===== config.mk =====
export PLATFORM = sky130hd
export DESIGN_NAME = mem_arbiter
export DESIGN_NICKNAME = d
export VERILOG_FILES = /design/src/verilog/mem_pkg.sv /design/src/verilog/mem_arbiter.sv
export SDC_FILE = /design/constraint.sdc
export NUM_CORES = 1
export LEC_CHECK = 0
export ABC_CLOCK_PERIOD_IN_PS = 1310
export BUFFER_PORTS_ARGS = -buffer_cell sky130_fd_sc_hd__buf_2
export CORE_AREA = 2 2 130 132
export DETAILED_ROUTE_END_ITERATION = 12
export DIE_AREA = 0 0 132 134
export RECOVER_POWER = 100
export SYNTH_ARGS = -nofsm -noshare
export SYNTH_HDL_FRONTEND = slang
export SYNTH_SLANG_ARGS = --single-unit

===== constraint.sdc =====
create_clock -name vclk -period 1.31
set_input_delay 0.131 -clock vclk [all_inputs]
set_output_delay 0.131 -clock vclk [all_outputs]
set_load 0.01 [all_outputs]

===== src/verilog/mem_pkg.sv =====
package mem_pkg;

	// command carried on every request path
	typedef enum logic [1:0]
	{
		bus_none  = 2'b00,
		bus_load  = 2'b01,
		bus_store = 2'b10
	} bus_command;

	// address and block geometry
	localparam int ADDR_BITS    = 64;
	localparam int BLOCK_BITS   = 64;
	localparam int BLOCK_OFFSET = 3;

	// dcache: 32 direct-mapped lines
	localparam int DCACHE_INDEX_BITS = 5;
	localparam int DCACHE_TAG_BITS   = ADDR_BITS - DCACHE_INDEX_BITS - BLOCK_OFFSET;

	// icache: 16 direct-mapped lines
	localparam int ICACHE_INDEX_BITS = 4;
	localparam int ICACHE_TAG_BITS   = ADDR_BITS - ICACHE_INDEX_BITS - BLOCK_OFFSET;

	// memory tags, zero means no tag
	localparam int TAG_BITS = 4;

	// cycles from acceptance to tag return
	localparam int MEM_LATENCY = 8;

	// backing store size, block addresses wrap
	localparam int MEM_BLOCKS     = 4096;
	localparam int MEM_INDEX_BITS = $clog2(MEM_BLOCKS);

	// outstanding dcache misses
	localparam int MSHR_ENTRIES   = 4;
	localparam int MSHR_SLOT_BITS = $clog2(MSHR_ENTRIES);

endpackage


===== src/verilog/mem_arbiter.sv =====
`timescale 1ns/10ps

module mem_arbiter
(
	// dcache side, fixed priority
	input  mem_pkg::bus_command             dmem_command,
	input  logic [mem_pkg::ADDR_BITS-1:0]   dmem_addr,
	input  logic [mem_pkg::BLOCK_BITS-1:0]  dmem_data,

	// icache side, load only
	input  mem_pkg::bus_command             imem_command,
	input  logic [mem_pkg::ADDR_BITS-1:0]   imem_addr,

	// shared memory port
	input  logic [mem_pkg::TAG_BITS-1:0]    bus_response,
	output mem_pkg::bus_command             bus_command,
	output logic [mem_pkg::ADDR_BITS-1:0]   bus_addr,
	output logic [mem_pkg::BLOCK_BITS-1:0]  bus_data,
	output logic [mem_pkg::TAG_BITS-1:0]    dmem_response,
	output logic [mem_pkg::TAG_BITS-1:0]    imem_response
);

	import mem_pkg::*;

	logic dcache_grant;

	assign dcache_grant = (dmem_command != bus_none);

	assign bus_command = dcache_grant ? dmem_command : imem_command;
	assign bus_addr    = dcache_grant ? dmem_addr : imem_addr;
	assign bus_data    = dcache_grant ? dmem_data : '0;

	// a tag belongs to whichever side was granted, the other sees a refusal
	assign dmem_response = dcache_grant ? bus_response : '0;
	assign imem_response = dcache_grant ? '0 : bus_response;

endmodule


==> impl_metrics.py <==
metrics = {
    "outcome": {
        "status": "complete, but fails checks",
        "violations": "negative setup slack",
    },
    "yosys": {
        "yosys-top-cells-count": "68 x nor2b_1, 64 x mux2_2, 7 x buf_6",
        "synth.avg_cell_area_sq_um": 8.56,
        "synth_fa_ha_area_share_pct": 0,
        "ys_seq_area_share_pct": 0,
        "synth_xor_area_share_pct": 0,
        "synth_area_sq_mm": 0.00133,
        "syn_nets": 355,
        "synth_top_area_share_pct": 54.3,
        "synthMuxAreaShare_pct": 54.3,
        "synth_top_family_by_area": "multiplexers",
        "synth_area_leaders": "mux2_2 54%, nor2b_1 32%, buf_6 5.9%",
        "synth_compound_gate_area_share_pct": 0.943,
        "yosysWarnings": 0,
        "yosysTopAreaCell": "mux2_2",
        "yosys.area_share.simple_pct": 35.4,
        "postSynthCellCount": 155,
        "yosysMostFrequentCell": "nor2b_1",
        "ys_types": 10,
    },
    "timing": {
        "worst_slew_pin_slew_ns": 0.147,
        "finalMaxSlewViolations": 0,
        "whs_ns": 0.556,
        "hold_viol": 0,
        "rsz0062_at_grt": "true",
        "finalSetupViolations": 9,
        "slew_headroom_pct": 90.1,
        "fin_crit_ns": 1.33,
        "period_share_pct": 102,
        "max_freq_mhz": 752,
        "worst_slack_ns": -0.0204,
    },
    "critical_path": {
        "path_cells": "buf_2, nor2_8, buf_4, buf_12, mux2_2, buf_2",
        "cp.arrival_ns": 1.20,
        "setup.worst_path.end_class": "output pin",
        "critPathMaxStageDelay_ns": 0.36,
        "crit_path_frequent_cell": "buf_2",
        "cpMaxStageDelayCell": "mux2_2",
        "crit_path_max_fanout": 16,
        "crit_type": "in -> out",
        "start_kind": "input port",
        "required_ns": 1.18,
    },
    "finish": {
        "num_antenna_cells": 0,
        "seq_cells": 0,
        "syn_to_final_growth_pct": 180,
        "fillers": 1788,
        "finalNetCount": 702,
        "instances_no_fill": 720,
        "drive_above_1_share_pct": 84.6,
        "final-seq-area_sq_um": 0,
        "stdcell_area_sq_mm": 0.00372,
        "clkbuf_count": 0,
    },
    "flow_run": {
        "drv_cap": 0,
    },
    "floorplanning": {
        "dieHeight_microns": 134,
        "die_area_sq_mm": 0.0177,
        "core_sq_mm": 0.0163,
        "num_io_pins": 338,
        "fp.dieW_microns": 132,
        "rows": 47,
        "start_util_pct": 8.15,
    },
    "placement": {
        "place_congestion": 0.831,
        "post_dp_cell_area_sq_mm": 0.00328,
        "place_inst": 707,
        "io_buffers": 338,
        "dpl.hpwl_microns": 7110,
        "pre_cts_slack_ns": -0.0155,
    },
    "route": {
        "drt_wl_total_microns": 9180,
        "first_iter_violations": 40,
        "viasPerCell": 3.44,
        "first_pass_iters": 4,
        "detail-route-antenna-nets": 0,
        "post_drt_wl_per_cell_microns": 12.7,
        "vias": 2479,
        "post-route-drc-count": 0,
    },
    "grt": {
        "grt_pass1_vias": 2222,
        "grt_pass1_wl_microns": 10900,
        "antenna_found_initial": 1,
        "grt_overflow": 0,
        "grt_usage_pct": 7.46,
        "grt_start_max_net_pins": 49,
    },
    "min_path": {
        "min_path_cells": 3,
        "holdCritStartpoint": "imem_command[0]",
        "hold_end": "bus_command[0]",
        "hp-class": "in -> out",
    },
    "power": {
        "power_density_mw_per_mm2": 356,
        "p_leak_uw": 0.00209,
        "vdd.ir_drop.worst_mv": 0.171,
    },
}
==> metal layers <==
metal	global-route usage, %	vias up	part of all wire (%)
met2	16.3	187	57
met3	1.28	7	9.3
li1	-	1207	-
met4	0	0	1.1
met5	0	-	0
met1	7.60	1078	33
==> cells by family (layout without fill, tap and decap cells) <==
| logic type | after synthesis | count (layout) |
|---|---|---|
| simple gates | 73 | 73 |
| compound gates | 2 | 2 |
| mux | 64 | 64 |
| buf+inv | 16 | 361 |
==> how the worst max path moves through the flow <==
stage	cells past startpoint	endpoint	slack, ns	start
floorplan	3	bus_addr[10]	0.36	dmem_command[1]
global placement	5	bus_addr[30]	-0.01	dmem_command[1]
detailed placement	5	bus_addr[33]	-0.02	dmem_command[1]
CTS	5	bus_addr[33]	-0.02	dmem_command[1]
global route	6	bus_addr[54]	-0.05	dmem_command[1]
finish	6	bus_addr[63]	-0.02	dmem_command[1]
==> through the flow <==
stage | TNS, ns | total power (uW) | utilization (%)
after CTS | -0.378 | 1130 | 20.1
after floorplan | 0 | 529 | -
after detailed placement | -0.222 | 1120 | 20.1
final | -0.0702 | 1320 | 22.8
after global routing | -1.28 | 1420 | 22.8
after global placement | -0.217 | 1120 | 20.1
==> worst max-delay path: cells and delay by family <==
family	cells	cell delay [ns]
multiplexers	1	0.36
AND/OR/NAND/NOR	1	0.13
buffers and inverters	4	0.56
==> cells in the final DEF, fill, tap and decap left out, types with 2 or more instances in the layout <==
master     Yosys  routed
buf_4          1       8
and2_1         4       4
buf_6          7      25
buf_2          6     315
buf_12         0       4
clkbuf_16      0       5
inv_1          2       2
mux2_4         0      20
nor2b_1       68      68
mux2_2        64      44
==> final cells by class <==
class | instances | area, sq um | share of cell area (%)
repair buffers | 359 | 2150 | 58.0
multi-input cells | 139 | 1280 | 34.4
well taps | 220 | 275 | 7.41
inverters | 2 | 7.51 | 0.202
==> timing repair <==
action,in CTS,in global routing
gates cloned,0,8
resized for setup,1,44
setup endpoints to repair,32,48
hold buffers,0,0
pin swaps,0,1
setup buffers,0,5
==> power by group <==
group,leakage (uW),internal [uW],switching [uW]
clock,0,0,0
combinational,0.00209,782,542
sequential,0,0,0
(Power assumes the default switching activity.)
