File: src/verilog/mem_pkg.sv
package mem_pkg;

	// command carried on every request path
	typedef enum logic [1:0]
	{
		bus_none  = 2'b00,
		bus_load  = 2'b01,
		bus_store = 2'b10
	} bus_command;

	// address and block geometry
	localparam int ADDR_BITS    = 64;
	localparam int BLOCK_BITS   = 64;
	localparam int BLOCK_OFFSET = 3;

	// dcache: 32 direct-mapped lines
	localparam int DCACHE_INDEX_BITS = 5;
	localparam int DCACHE_TAG_BITS   = ADDR_BITS - DCACHE_INDEX_BITS - BLOCK_OFFSET;

	// icache: 16 direct-mapped lines
	localparam int ICACHE_INDEX_BITS = 4;
	localparam int ICACHE_TAG_BITS   = ADDR_BITS - ICACHE_INDEX_BITS - BLOCK_OFFSET;

	// memory tags, zero means no tag
	localparam int TAG_BITS = 4;

	// cycles from acceptance to tag return
	localparam int MEM_LATENCY = 8;

	// backing store size, block addresses wrap
	localparam int MEM_BLOCKS     = 4096;
	localparam int MEM_INDEX_BITS = $clog2(MEM_BLOCKS);

	// outstanding dcache misses
	localparam int MSHR_ENTRIES   = 4;
	localparam int MSHR_SLOT_BITS = $clog2(MSHR_ENTRIES);

endpackage

File: src/verilog/dcache_controller.sv
`timescale 1ns/10ps

module dcache_controller
(
	// from the processor
	input  mem_pkg::bus_command                     proc2dcache_command,
	input  logic [mem_pkg::ADDR_BITS-1:0]           proc2dcache_addr,
	input  logic [mem_pkg::BLOCK_BITS-1:0]          proc2dcache_data,

	// from the memory side
	input  logic [mem_pkg::TAG_BITS-1:0]            mem_response,
	input  logic [mem_pkg::TAG_BITS-1:0]            mem_tag,

	// from the cache arrays
	input  logic [mem_pkg::BLOCK_BITS-1:0]          cachemem_data,
	input  logic                                    cachemem_valid,
	input  logic                                    cachemem_dirty,
	input  logic                                    cachemem_miss,
	input  logic                                    cachemem_full,
	input  logic [mem_pkg::ADDR_BITS-1:0]           cachemem_victim_addr,

	// to the cache arrays
	output logic [mem_pkg::DCACHE_INDEX_BITS-1:0]   dcache_index,
	output logic [mem_pkg::DCACHE_TAG_BITS-1:0]     dcache_tag,
	output logic                                    read_enable,
	output logic                                    write_enable,
	output logic [mem_pkg::BLOCK_BITS-1:0]          write_data,

	// to the memory bus
	output mem_pkg::bus_command                     dmem_command,
	output logic [mem_pkg::ADDR_BITS-1:0]           dmem_addr,
	output logic [mem_pkg::BLOCK_BITS-1:0]          dmem_data,

	// to the processor
	output logic [mem_pkg::BLOCK_BITS-1:0]          dcache_data_out,
	output logic                                    dcache_data_hit,
	output logic [mem_pkg::TAG_BITS-1:0]            dcache2proc_response,
	output logic [mem_pkg::TAG_BITS-1:0]            dcache2proc_tag
);

	import mem_pkg::*;

	logic fill_busy;
	logic victim_dirty;

	assign {dcache_tag, dcache_index} = proc2dcache_addr[ADDR_BITS-1:BLOCK_OFFSET];
	assign write_data                 = proc2dcache_data;

	// a returning fill owns the data path this cycle
	assign fill_busy       = (mem_tag != '0);
	assign dcache_data_out = cachemem_data;
	assign dcache2proc_tag = mem_tag;

	assign victim_dirty = cachemem_valid && cachemem_dirty;

	always_comb
	begin
		read_enable          = 1'b0;
		write_enable         = 1'b0;
		dmem_command         = bus_none;
		dmem_addr            = '0;
		dmem_data            = '0;
		dcache_data_hit      = 1'b0;
		dcache2proc_response = '0;
		case (proc2dcache_command)
			bus_load,
			bus_store:
			begin
				read_enable = 1'b1;
				if (fill_busy)
				begin
					// processor sees hit low, response zero and retries
				end
				else if (!cachemem_miss)
				begin
					dcache_data_hit = 1'b1;
					write_enable    = (proc2dcache_command == bus_store);
				end
				else if (!cachemem_full)
				begin
					if (victim_dirty)
					begin
						// write the old block back first, no miss started yet
						dmem_command = bus_store;
						dmem_addr    = cachemem_victim_addr;
						dmem_data    = cachemem_data;
					end
					else
					begin
						dmem_command         = bus_load;
						dmem_addr            = {proc2dcache_addr[ADDR_BITS-1:BLOCK_OFFSET],
							{BLOCK_OFFSET{1'b0}}};
						dcache2proc_response = mem_response;
					end
				end
			end
			default:
			begin
				read_enable = 1'b0;
			end
		endcase
	end

endmodule

File: config.mk
export PLATFORM = sky130hd
export DESIGN_NAME = dcache_controller
export DESIGN_NICKNAME = d
export VERILOG_FILES = /design/src/verilog/mem_pkg.sv /design/src/verilog/dcache_controller.sv
export SDC_FILE = /design/constraint.sdc
export NUM_CORES = 1
export LEC_CHECK = 0
export BUFFER_PORTS_ARGS = -buffer_cell sky130_fd_sc_hd__buf_2
export CAP_MARGIN = 20
export CORE_AREA = 2 2 235 237
export DETAILED_ROUTE_END_ITERATION = 8
export DIE_AREA = 0 0 237 239
export GPL_ROUTABILITY_DRIVEN = 0
export SETUP_SLACK_MARGIN = 0.05
export SKIP_LAST_GASP = 1
export SLEW_MARGIN = 0
export SYNTH_ARGS = -nofsm -noshare
export SYNTH_HDL_FRONTEND = slang
export SYNTH_SLANG_ARGS = --single-unit
File: constraint.sdc
create_clock -name vclk -period 1.7
set_input_delay 0.255 -clock vclk [all_inputs]
set_output_delay 0.255 -clock vclk [all_outputs]
set_load 0.03 [all_outputs]
==> metrics.sh <==
LAYOUT-DRIVE-GT1-SHARE=0.854
SYNTHTOLAYOUTAREAGROWTH_PCT=117
NUMBER_OF_DRC_VIOLATIONS_AFTER_DETAILED_ROUTING=0
REQUIRED_NS=1.44
WORST_SLEW_PIN_SLEW_NS=0.409
WHS_ENDPOINT='write_data[11]'
FLOORPLAN.DIE_AREA_MM2=0.0566
POST_SYNTH_XOR_AREA_FRACTION=0
SHARE_CLK_OF_TOTAL_POWER=0
SYNTH_AREA_LEADER_CELL='buf_4'
SYNTHMUXAREASHARE=0
MAX_CAP_VIOLATIONS=0
FP.COREAREA_MM2=0.0543
REPORT.FINAL.SLEW_VIOL_COUNT=0
FINALNONFILLERCELLS=1607
POWERDENSITY_mW_PER_MM2=216
DETAIL_ROUTE.WL_PER_CELL_UM=14.9
SYNTH_COMPOUND_GATE_AREA_SHARE=0.308
CTSHOLDBUFFERS=0
START_KIND='input port'
CHIPHEIGHT_UM=239
LAYOUT.AREA.SEQ_UM2=0
HOLD_VIOL=0
NUMBER_OF_GLOBAL_ROUTE_VIAS_BEFORE_REPAIR=5230
LEAKAGE_nW=4.04
GRT_FIRST_PASS_WIRELENGTH_UM=32700
P_SWITCHING_mW=1.18
SYNTH_TOP_CELL_AREA_SHARE=0.353
IO-PIN-COUNT=600
DRT-TOTAL-WL_UM=24000
YOSYSWARNINGCOUNT=0
FINALWORSTSETUPSLACK_NS=-0.432
POWER.SWITCHING_FRACTION=0.612
CRIT_PATH_MAX_FANOUT=30
FINAL.MIN_CLOCK_PERIOD_NS=2.13
RSZ0062_AT_GRT='true'
GRT_MAX_DEGREE=34
POST_SYNTH.CELL_AREA_AVG_UM2=6.94
POST_SYNTH_MAIN_AREA_CONTRIBUTORS='buf_4 35%, a21bo_2 15%, a211oi_2 12%'
VIOLATED_CHECKS='negative setup slack'
SYNTH.MOST_COMMON_CELL='buf_4'
COMMONEST_CELLS_IN_THE_NETLIST='193 x buf_4, 69 x inv_1, 67 x nor4_1, 61 x a21bo_2, 61 x nand3_1'
STD_CELL_ROWS=86
MAX-VDD-IR-DROP_uV=151
STARTING_UTILIZATION_OF_THE_CORE_AREA=0.0755
NFLOPSANDLATCHES=0
HOLD_DEPTH=0
SYNTH_TOP_FAMILY_BY_AREA='buffers and inverters'
DRT_ITER0_MARKERS=129
GRT_ANTENNA_BEFORE_REPAIR=11
CRIT_PATH_END_KIND='primary output'
SYNTH.NET_COUNT=862
POST_SYNTH_INST_COUNT=591
FINAL.HOLD.WORST_SLACK_NS=0.510
ROUTED-VIA-COUNT=5348
PORT-BUFFER-COUNT=469
TIMING.FINAL.CRIT_SHARE=1.25
NUMPLACEDINSTANCES=1585
WORST_HOLD_PATH_TYPE='in -> out'
HOLD_PATH_STARTPOINT='proc2dcache_data[11]'
DIE_X_UM=237
SYNTH-ADDER-AREA-SHARE=0.00305
GLOBALROUTETOTALUTIL=0.0774
FINAL_NETS=1171
SYNTH-SEQ-AREA-SHARE=0
DETAILEDPLACEMENTHPWL_UM=19700
SLEW_HEADROOM=0.727
NUMBER_OF_DISTINCT_LIBRARY_CELLS_AFTER_SYNTHESIS=19
ROUTE.ANTENNA.REMAINING_NETS=0
OUTCOME='finished, violations left'
SETUP_TNS_NS=-40.44
NETLIST_AREA_MM2=0.00410
GLOBAL_ROUTE.OVERFLOW_TOTAL=0
VIAS_PER_CELL=3.33
DETAILED_ROUTING_ITERATIONS_PASS_1=4
UTILIZATION=0.164
WORSTSETUPPATHTYPE='in -> out'
TIMING.FMAX_MHz=469
TIMING.FINAL.SETUP_VIOLATIONS=136
INTERNAL_POWER_mW=0.749
NUM-CLOCK-BUFFERS=0
POST_SYNTH_AND_OR_NAND_NOR_AREA_FRACTION=0.201
POWER.SHARE.SEQUENTIAL=0
WORST-ENDPOINT-ARRIVAL_NS=1.88
SHARE_COMB_OF_TOTAL_POWER=1.000
## worst max path at each step
stage	startpoint	end
5_1_grt	proc2dcache_command[0]	dcache2proc_response[0]
2_1_floorplan	proc2dcache_command[1]	dcache2proc_response[0]
6_report	proc2dcache_command[1]	dcache2proc_response[0]
3_5_place_dp	proc2dcache_command[1]	dcache2proc_response[0]
4_1_cts	proc2dcache_command[1]	dcache2proc_response[0]
3_3_place_gp	proc2dcache_command[1]	dcache2proc_response[0]
## cell usage in the layout, fill, tap and decap left out, drive strengths merged
master  synthesis  routed
a21bo          61      61
or4b            1       1
nand3          61      61
diode           0       5
nor4           67      67
ha              1       1
or3             1       1
bufbuf          0       7
nor3            3       3
inv            69      69
a211oi         61      61
nand4b          1       1
or2             1       1
nor4b           5       5
buf           220     558
and2            1       1
## through the flow
stage          setup WS (ns)  instance area [um^2]  power (mW)
3_3_place_gp          -0.467                  8020        1.80
2_1_floorplan         -0.388                  5950        1.64
4_1_cts               -0.460                  8910        1.96
3_5_place_dp          -0.489                  8020        1.80
5_1_grt               -0.485                  8920        2.04
6_report              -0.432                  8920        1.93
## critical path, cell delays in order
cell	delay (ns)
buf_6	0.10
ha_4	0.24
or4b_4	0.56
buf_12	0.22
nor4b_2	0.27
buf_4	0.20
## cell families after synthesis
group                    Yosys count
AO/OA/AOI/OAI                    122
adder cells (fa/ha/maj)            1
buffers and inverters            327
AND/OR/NAND/NOR                  141
## cell type report
type	count	area, um^2
fill	6094	45400
inverter	69	262
antenna	5	12.5
tap	704	881
multi-input combinational	264	3630
timing repair buffer	565	4130
## power by group through the flow
stage           Clock [mW]  Sequential (mW)  Combinational [mW]
3_5_place_dp             0                0                1.80
2_1_floorplan            0                0                1.64
4_1_cts                  0                0                1.96
6_report       0.000000394                0                1.93
5_1_grt        0.000000394                0                2.04
3_3_place_gp             0                0                1.80
## metal layers
metal,vias up,global-route usage,part of all wire
met2,424,0.146,0.50
met3,56,0.0194,0.093
met1,2414,0.0784,0.34
met5,-,0,0.0023
met4,8,0.0412,0.058
li1,2446,-,-
## what timing repair did
action	4_1_cts	5_1_grt
setup buffers	7	6
setup endpoints to repair	136	136
resized for setup	176	15
pin swaps	11	15
gates cloned	9	0
Note: power is estimated with default switching activity, not from simulation.
