==> config.mk <==
export PLATFORM = sky130hd
export DESIGN_NAME = dcache_mem
export DESIGN_NICKNAME = d
export VERILOG_FILES = /design/src/verilog/mem_pkg.sv /design/src/verilog/dcache_mem.sv
export SDC_FILE = /design/constraint.sdc
export NUM_CORES = 2
export LEC_CHECK = 0
export BUFFER_PORTS_ARGS = -buffer_cell sky130_fd_sc_hd__buf_4
export CAP_MARGIN = 5
export CORE_MARGIN = 3
export CORE_UTILIZATION = 45
export DETAILED_ROUTE_END_ITERATION = 10
export PLACE_DENSITY = 0.6
export SYNTH_ARGS = -nofsm -noshare
export SYNTH_HDL_FRONTEND = slang
export SYNTH_SLANG_ARGS = --single-unit
==> constraint.sdc <==
create_clock -name clock -period 7.3 [get_ports clock]
set_input_delay 0.73 -clock clock [delete_from_list [all_inputs] [get_ports clock]]
set_output_delay 0.73 -clock clock [all_outputs]
set_load 0.005 [all_outputs]
==> src/verilog/mem_pkg.sv <==
package mem_pkg;

	// command carried on every request path
	typedef enum logic [1:0]
	{
		bus_none  = 2'b00,
		bus_load  = 2'b01,
		bus_store = 2'b10
	} bus_command;

	// address and block geometry
	localparam int ADDR_BITS    = 64;
	localparam int BLOCK_BITS   = 64;
	localparam int BLOCK_OFFSET = 3;

	// dcache: 32 direct-mapped lines
	localparam int DCACHE_INDEX_BITS = 5;
	localparam int DCACHE_TAG_BITS   = ADDR_BITS - DCACHE_INDEX_BITS - BLOCK_OFFSET;

	// icache: 16 direct-mapped lines
	localparam int ICACHE_INDEX_BITS = 4;
	localparam int ICACHE_TAG_BITS   = ADDR_BITS - ICACHE_INDEX_BITS - BLOCK_OFFSET;

	// memory tags, zero means no tag
	localparam int TAG_BITS = 4;

	// cycles from acceptance to tag return
	localparam int MEM_LATENCY = 8;

	// backing store size, block addresses wrap
	localparam int MEM_BLOCKS     = 4096;
	localparam int MEM_INDEX_BITS = $clog2(MEM_BLOCKS);

	// outstanding dcache misses
	localparam int MSHR_ENTRIES   = 4;
	localparam int MSHR_SLOT_BITS = $clog2(MSHR_ENTRIES);

endpackage

==> src/verilog/dcache_mem.sv <==
`timescale 1ns/10ps

module dcache_mem
(
	input  logic                                    clock,
	input  logic                                    reset,
	input  logic [mem_pkg::DCACHE_INDEX_BITS-1:0]   dcache_index,
	input  logic [mem_pkg::DCACHE_TAG_BITS-1:0]     dcache_tag,
	input  logic                                    read_enable,
	input  logic                                    write_enable,
	input  logic [mem_pkg::BLOCK_BITS-1:0]          write_data,
	input  mem_pkg::bus_command                     dmem_command,
	input  logic [mem_pkg::TAG_BITS-1:0]            dmem_response,
	input  logic [mem_pkg::TAG_BITS-1:0]            mem_tag,
	input  logic [mem_pkg::BLOCK_BITS-1:0]          mem_data,
	output logic [mem_pkg::BLOCK_BITS-1:0]          cachemem_data,
	output logic                                    cachemem_valid,
	output logic                                    cachemem_dirty,
	output logic                                    cachemem_miss,
	output logic                                    cachemem_full,
	output logic [mem_pkg::ADDR_BITS-1:0]           cachemem_victim_addr,
	output logic [mem_pkg::TAG_BITS-1:0]            fill_tag
);

	import mem_pkg::*;

	localparam int LINES = 2 ** DCACHE_INDEX_BITS;

	logic [BLOCK_BITS-1:0]        data [LINES];
	logic [DCACHE_TAG_BITS-1:0]   tags [LINES];
	logic [LINES-1:0]             valid;
	logic [LINES-1:0]             dirty;

	// miss table, one entry per outstanding fill
	logic [MSHR_ENTRIES-1:0]      mshr_valid;
	logic [TAG_BITS-1:0]          mshr_tag [MSHR_ENTRIES];
	logic [DCACHE_INDEX_BITS-1:0] mshr_index [MSHR_ENTRIES];

	logic                         fill_hit;
	logic [MSHR_SLOT_BITS-1:0]    fill_slot;
	logic [DCACHE_INDEX_BITS-1:0] fill_index;
	logic                         free_found;
	logic [MSHR_SLOT_BITS-1:0]    free_slot;
	logic                         index_pending;
	logic                         load_accepted;
	logic                         store_accepted;

	always_comb
	begin
		fill_hit      = 1'b0;
		fill_slot     = '0;
		fill_index    = '0;
		free_found    = 1'b0;
		free_slot     = '0;
		index_pending = 1'b0;
		for (int i = 0; i < MSHR_ENTRIES; i++)
		begin
			if (mshr_valid[i] && mem_tag != '0 && mshr_tag[i] == mem_tag)
			begin
				fill_hit   = 1'b1;
				fill_slot  = MSHR_SLOT_BITS'(i);
				fill_index = mshr_index[i];
			end
			if (mshr_valid[i] && mshr_index[i] == dcache_index)
				index_pending = 1'b1;
			if (!mshr_valid[i] && !free_found)
			begin
				free_found = 1'b1;
				free_slot  = MSHR_SLOT_BITS'(i);
			end
		end
	end

	assign load_accepted  = (dmem_command == bus_load) && (dmem_response != '0);
	assign store_accepted = (dmem_command == bus_store) && (dmem_response != '0);

	assign fill_tag = fill_hit ? mem_tag : '0;

	// fill data takes the read port on its return cycle
	assign cachemem_data  = fill_hit ? mem_data :
		(read_enable ? data[dcache_index] : '0);
	assign cachemem_valid = valid[dcache_index];
	assign cachemem_dirty = dirty[dcache_index];
	assign cachemem_miss  = !valid[dcache_index] || (tags[dcache_index] != dcache_tag);
	// a second miss to a pending line waits as well
	assign cachemem_full  = !free_found || index_pending;
	assign cachemem_victim_addr = {tags[dcache_index], dcache_index, {BLOCK_OFFSET{1'b0}}};

	always_ff @(posedge clock)
	begin
		if (reset)
		begin
			valid      <= '0;
			dirty      <= '0;
			mshr_valid <= '0;
		end
		else
		begin
			if (write_enable)
				dirty[dcache_index] <= 1'b1;
			if (store_accepted)
			begin
				valid[dcache_index] <= 1'b0;
				dirty[dcache_index] <= 1'b0;
			end
			if (load_accepted)
			begin
				valid[dcache_index]   <= 1'b0;
				mshr_valid[free_slot] <= 1'b1;
			end
			if (fill_hit)
			begin
				valid[fill_index]     <= 1'b1;
				dirty[fill_index]     <= 1'b0;
				mshr_valid[fill_slot] <= 1'b0;
			end
		end
	end

	always_ff @(posedge clock)
	begin
		if (write_enable)
			data[dcache_index] <= write_data;
		if (load_accepted)
		begin
			tags[dcache_index]    <= dcache_tag;
			mshr_tag[free_slot]   <= dmem_response;
			mshr_index[free_slot] <= dcache_index;
		end
		if (fill_hit)
			data[fill_index] <= mem_data;
	end

endmodule

==> results.tsv <==
stage	metric	value	unit
detailed_routing	WL/cell	37.6	µm
global_routing	largest net degree at the start of global routing	118	
synth	sequential area share after synthesis	66.7	%
detailed_routing	Post-route DRC	0	
synth	Cell variety after synth	58	
global_routing	first-pass GRT wire length	814	mm
worst_setup_path	worst path required time	6.57	ns
placed_design	placed inst area	185000	µm²
detailed_routing	vias per inst	6.54	
synth	#FFs+latches synth	3944	
clock_tree	worst skew pair latency	1.03	ns
detailed_routing	Pre-Repair DR Iteration Count	7	
detailed_routing	Iter 0 DRT Violations	13600	
sta	Highest Clock Rate	151	MHz
clock_tree	cts bufs inserted	416	
global_routing	GRT Residual Overflow	0	
detailed_routing	final wirelength	589	mm
layout	P&R area growth vs syn	12.3	%
worst_setup_path	CP Class	in -> out	
placed_design	Placer Congestion	0.808	
layout	share of cells above drive strength 1	36.2	%
detailed_routing	Antenna Nets Post-Route	0	
sta	Final Hold Vio Count	0	
detailed_routing	Via Count	102000	
synth	Primary FF master, synth	edfxtp_1	
synth	Mapped Cells	10100	
die	# IOs	339	
sta	Least-Margin Pin Slew	1.22	ns
die	Initial Utilization	45.3	%
die	Die Height	632	µm
layout	fin util	50.8	%
worst_setup_path	Register-to-Register Path Depth	9	
sta	Clock Skew	0.0901	ns
min_path	hold_sp	dcache_tag[27]	
synth	Post-synth EDFFs	3876	
sta	worst rel slew slack	17.9	%
synth	Post-Syn Area	176000	µm²
placed_design	Detail Placement HPWL	306	mm
sta	Fin Setup TNS	0	ns
sta	Final period util	90.7	%
worst_setup_path	Critical Path Fanout Max	41	
worst_setup_path	Critical Path End Type	primary output	
power_and_ir_drop	PwrDens	246	nW/µm²
clock_tree	H-tree levels	5	
global_routing	vias in the first global route	102000	
sta	Pins Over Slew Limit	0	
sta	RSZ-0062 raised after global routing	false	
synth	Async S/R FF share, synth	0	%
worst_setup_path	worst flop-to-flop path endpoint	data[29][54]	
clock_tree	CTS tree	done	
die	die footprint	400000	µm²
min_path	HP Class	in -> reg	
placed_design	dpl ws	0.814	ns
clock_tree	clock root cell	clkbuf_16	
power_and_ir_drop	Lkg Pwr	0.0661	µW
sta	post-route minimum period	6.62	ns
global_routing	initial antenna violation count	50	
power_and_ir_drop	VDD IR max	0.000325	V
worst_setup_path	FF-to-FF Start	mshr_tag[2][3]	
min_path	Hold EP	tags[15][27]	
synth	syn avg cell area	17.4	µm²
clock_tree	Sink Count	3944	
sta	post-route setup slack	0.679	ns
sta	final setup violation count	0	
layout	fin area	198000	µm²
layout	Final #Nets	10300	
die	Die Wd	632	µm
power_and_ir_drop	Final Power	48800	µW
die	CORE AREA	390000	µm²
status	outcome	complete, no violations	
worst_setup_path	Setup crit start kind	primary input	
synth	synth warn	0	
worst_setup_path	CP arrival	5.89	ns
placed_design	Port Buffer Count	335	
worst_setup_path	reg2reg setup slack	1.83	ns
min_path	hold path cells	1	
clock_tree	post-cts resize count	0	
global_routing	Tot GR Track Use	28.9	%
die	Cell Rows	229	
flow_run	# Max-Cap Violations	0	
clock_tree	Clock Pin Slew Worst Setup and Hold Paths	0.06	ns
clock_tree	Clock Path Buffers	4	
-- critical path, stage by stage --
cell	delay (ns)
buf_4	0.44
nand4b_1	0.68
buf_4	0.57
o22ai_1	0.17
nor4_1	0.65
a21oi_1	0.16
nor4_1	0.54
nand4_1	0.32
nor4_1	0.86
buf_4	0.23
nand4_1	0.25
buf_4	0.27
-- power breakdown --
part	switching [µW]	total [µW]	internal (µW)	leakage (µW)
clock network	8940	20500	11500	0.00629
logic	1920	3200	1280	0.0244
registers	49.2	25100	25100	0.0354
total	10900	48800	37900	0.0661
-- placed cells by master, fill, tap and decap left out, types with 7 or more instances in the layout --
cell	netlist	layout
edfxtp_1	3876	3876
mux2_2	1933	1933
mux2i_1	896	896
buf_4	9	553
mux4_2	528	528
o22ai_1	448	448
clkbuf_16	0	423
a22oi_1	132	132
a22o_1	128	128
nor4_1	127	126
mux2_1	115	115
nand2_1	176	111
a21oi_1	108	108
clkbuf_1	699	104
clkinv_1	0	97
nor2_1	73	71
a221oi_1	70	70
clkinv_2	0	70
dfxtp_1	68	68
buf_12	0	68
nand2_4	0	65
a31oi_1	64	64
xnor2_1	41	41
nor3_2	5	39
diode_2	0	37
and3_1	26	25
bufinv_16	0	25
xor2_1	20	20
nand4_1	17	17
o31ai_1	17	17
o21ai_0	16	16
a211o_1	16	16
a2111oi_0	16	16
nand3_1	15	15
clkinvlp_4	0	11
and2_1	10	7
inv_6	0	7
-- state kept, by name (all words and copies together), names as in the netlist --
signal,count
mshr_tag,16
tags,1792
dirty,32
valid,32
mshr_valid,4
mshr_index,20
data,2048
-- metrics by stage --
step           std cells  hold WS (ns)
4_1_cts            15600        0.0513
5_1_grt            15700        0.0974
6_report           15700         0.123
3_5_place_dp       14900         0.447
3_3_place_gp       14900         0.441
2_1_floorplan      10100         0.433
-- routing by layer --
metal	wire (µm)	vias up	GRT usage, %
li1	-	41000	-
met4	23900	20	11.3
met1	227000	54600	38.4
met3	51000	1171	4.70
met2	287000	5606	47.6
met5	141	-	0
-- kinds of logic after synthesis --
kind of cell	after synthesis	share of synthesized area, %
multiplexers	3472	24.9
flip-flops	3944	66.7
other	1	0.00213
AND/OR/NAND/NOR	531	1.55
buffers and inverters	1074	2.47
XOR/XNOR	61	0.303
AO/OA/AOI/OAI	1035	4.04
-- how the worst max path moves through the flow --
stage                          startpoint             to  cells after the start
final                     dcache_index[2]  cachemem_miss                     12
after global routing      dcache_index[2]  cachemem_miss                     12
after CTS                 dcache_index[2]  cachemem_miss                     12
after detailed placement  dcache_index[2]  cachemem_miss                     12
after global placement    dcache_index[2]  cachemem_miss                     12
after floorplan           dcache_index[1]    tags[15][0]                     10
-- repair_timing --
action / CTS / global route
setup buffers: 0 / 0
hold buffers: 4 / 0
hold endpoints to repair: 16 / 0
-- final cells by class --
cell class / count / area [µm²]
repair buffers: 628 / 5610
well taps: 5197 / 6500
clock inverters: 225 / 1890
inverters: 4 / 15.0
clock buffers: 531 / 11000
diodes: 37 / 92.6
flip-flops and latches: 3944 / 118000
fillers: 31800 / 192000
multi-input cells: 5102 / 55200
-- cell usage after synthesis, types with 68 or more instances --
| master | number | area share (%) |
|---|---|---|
| edfxtp_1 | 3876 | 66 |
| mux2_2 | 1933 | 12 |
| mux2i_1 | 896 | 5.1 |
| clkbuf_1 | 699 | 1.5 |
| mux4_2 | 528 | 6.7 |
| o22ai_1 | 448 | 1.6 |
| buf_2 | 230 | 0.65 |
| nand2_1 | 176 | 0.37 |
| a22oi_1 | 132 | 0.56 |
| buf_1 | 131 | 0.28 |
| a22o_1 | 128 | 0.64 |
| nor4_1 | 127 | 0.45 |
| mux2_1 | 115 | 0.73 |
| a21oi_1 | 108 | 0.31 |
| nor2_1 | 73 | 0.16 |
| a221oi_1 | 70 | 0.35 |
| dfxtp_1 | 68 | 0.77 |
Power figures use the tool's default switching activity.
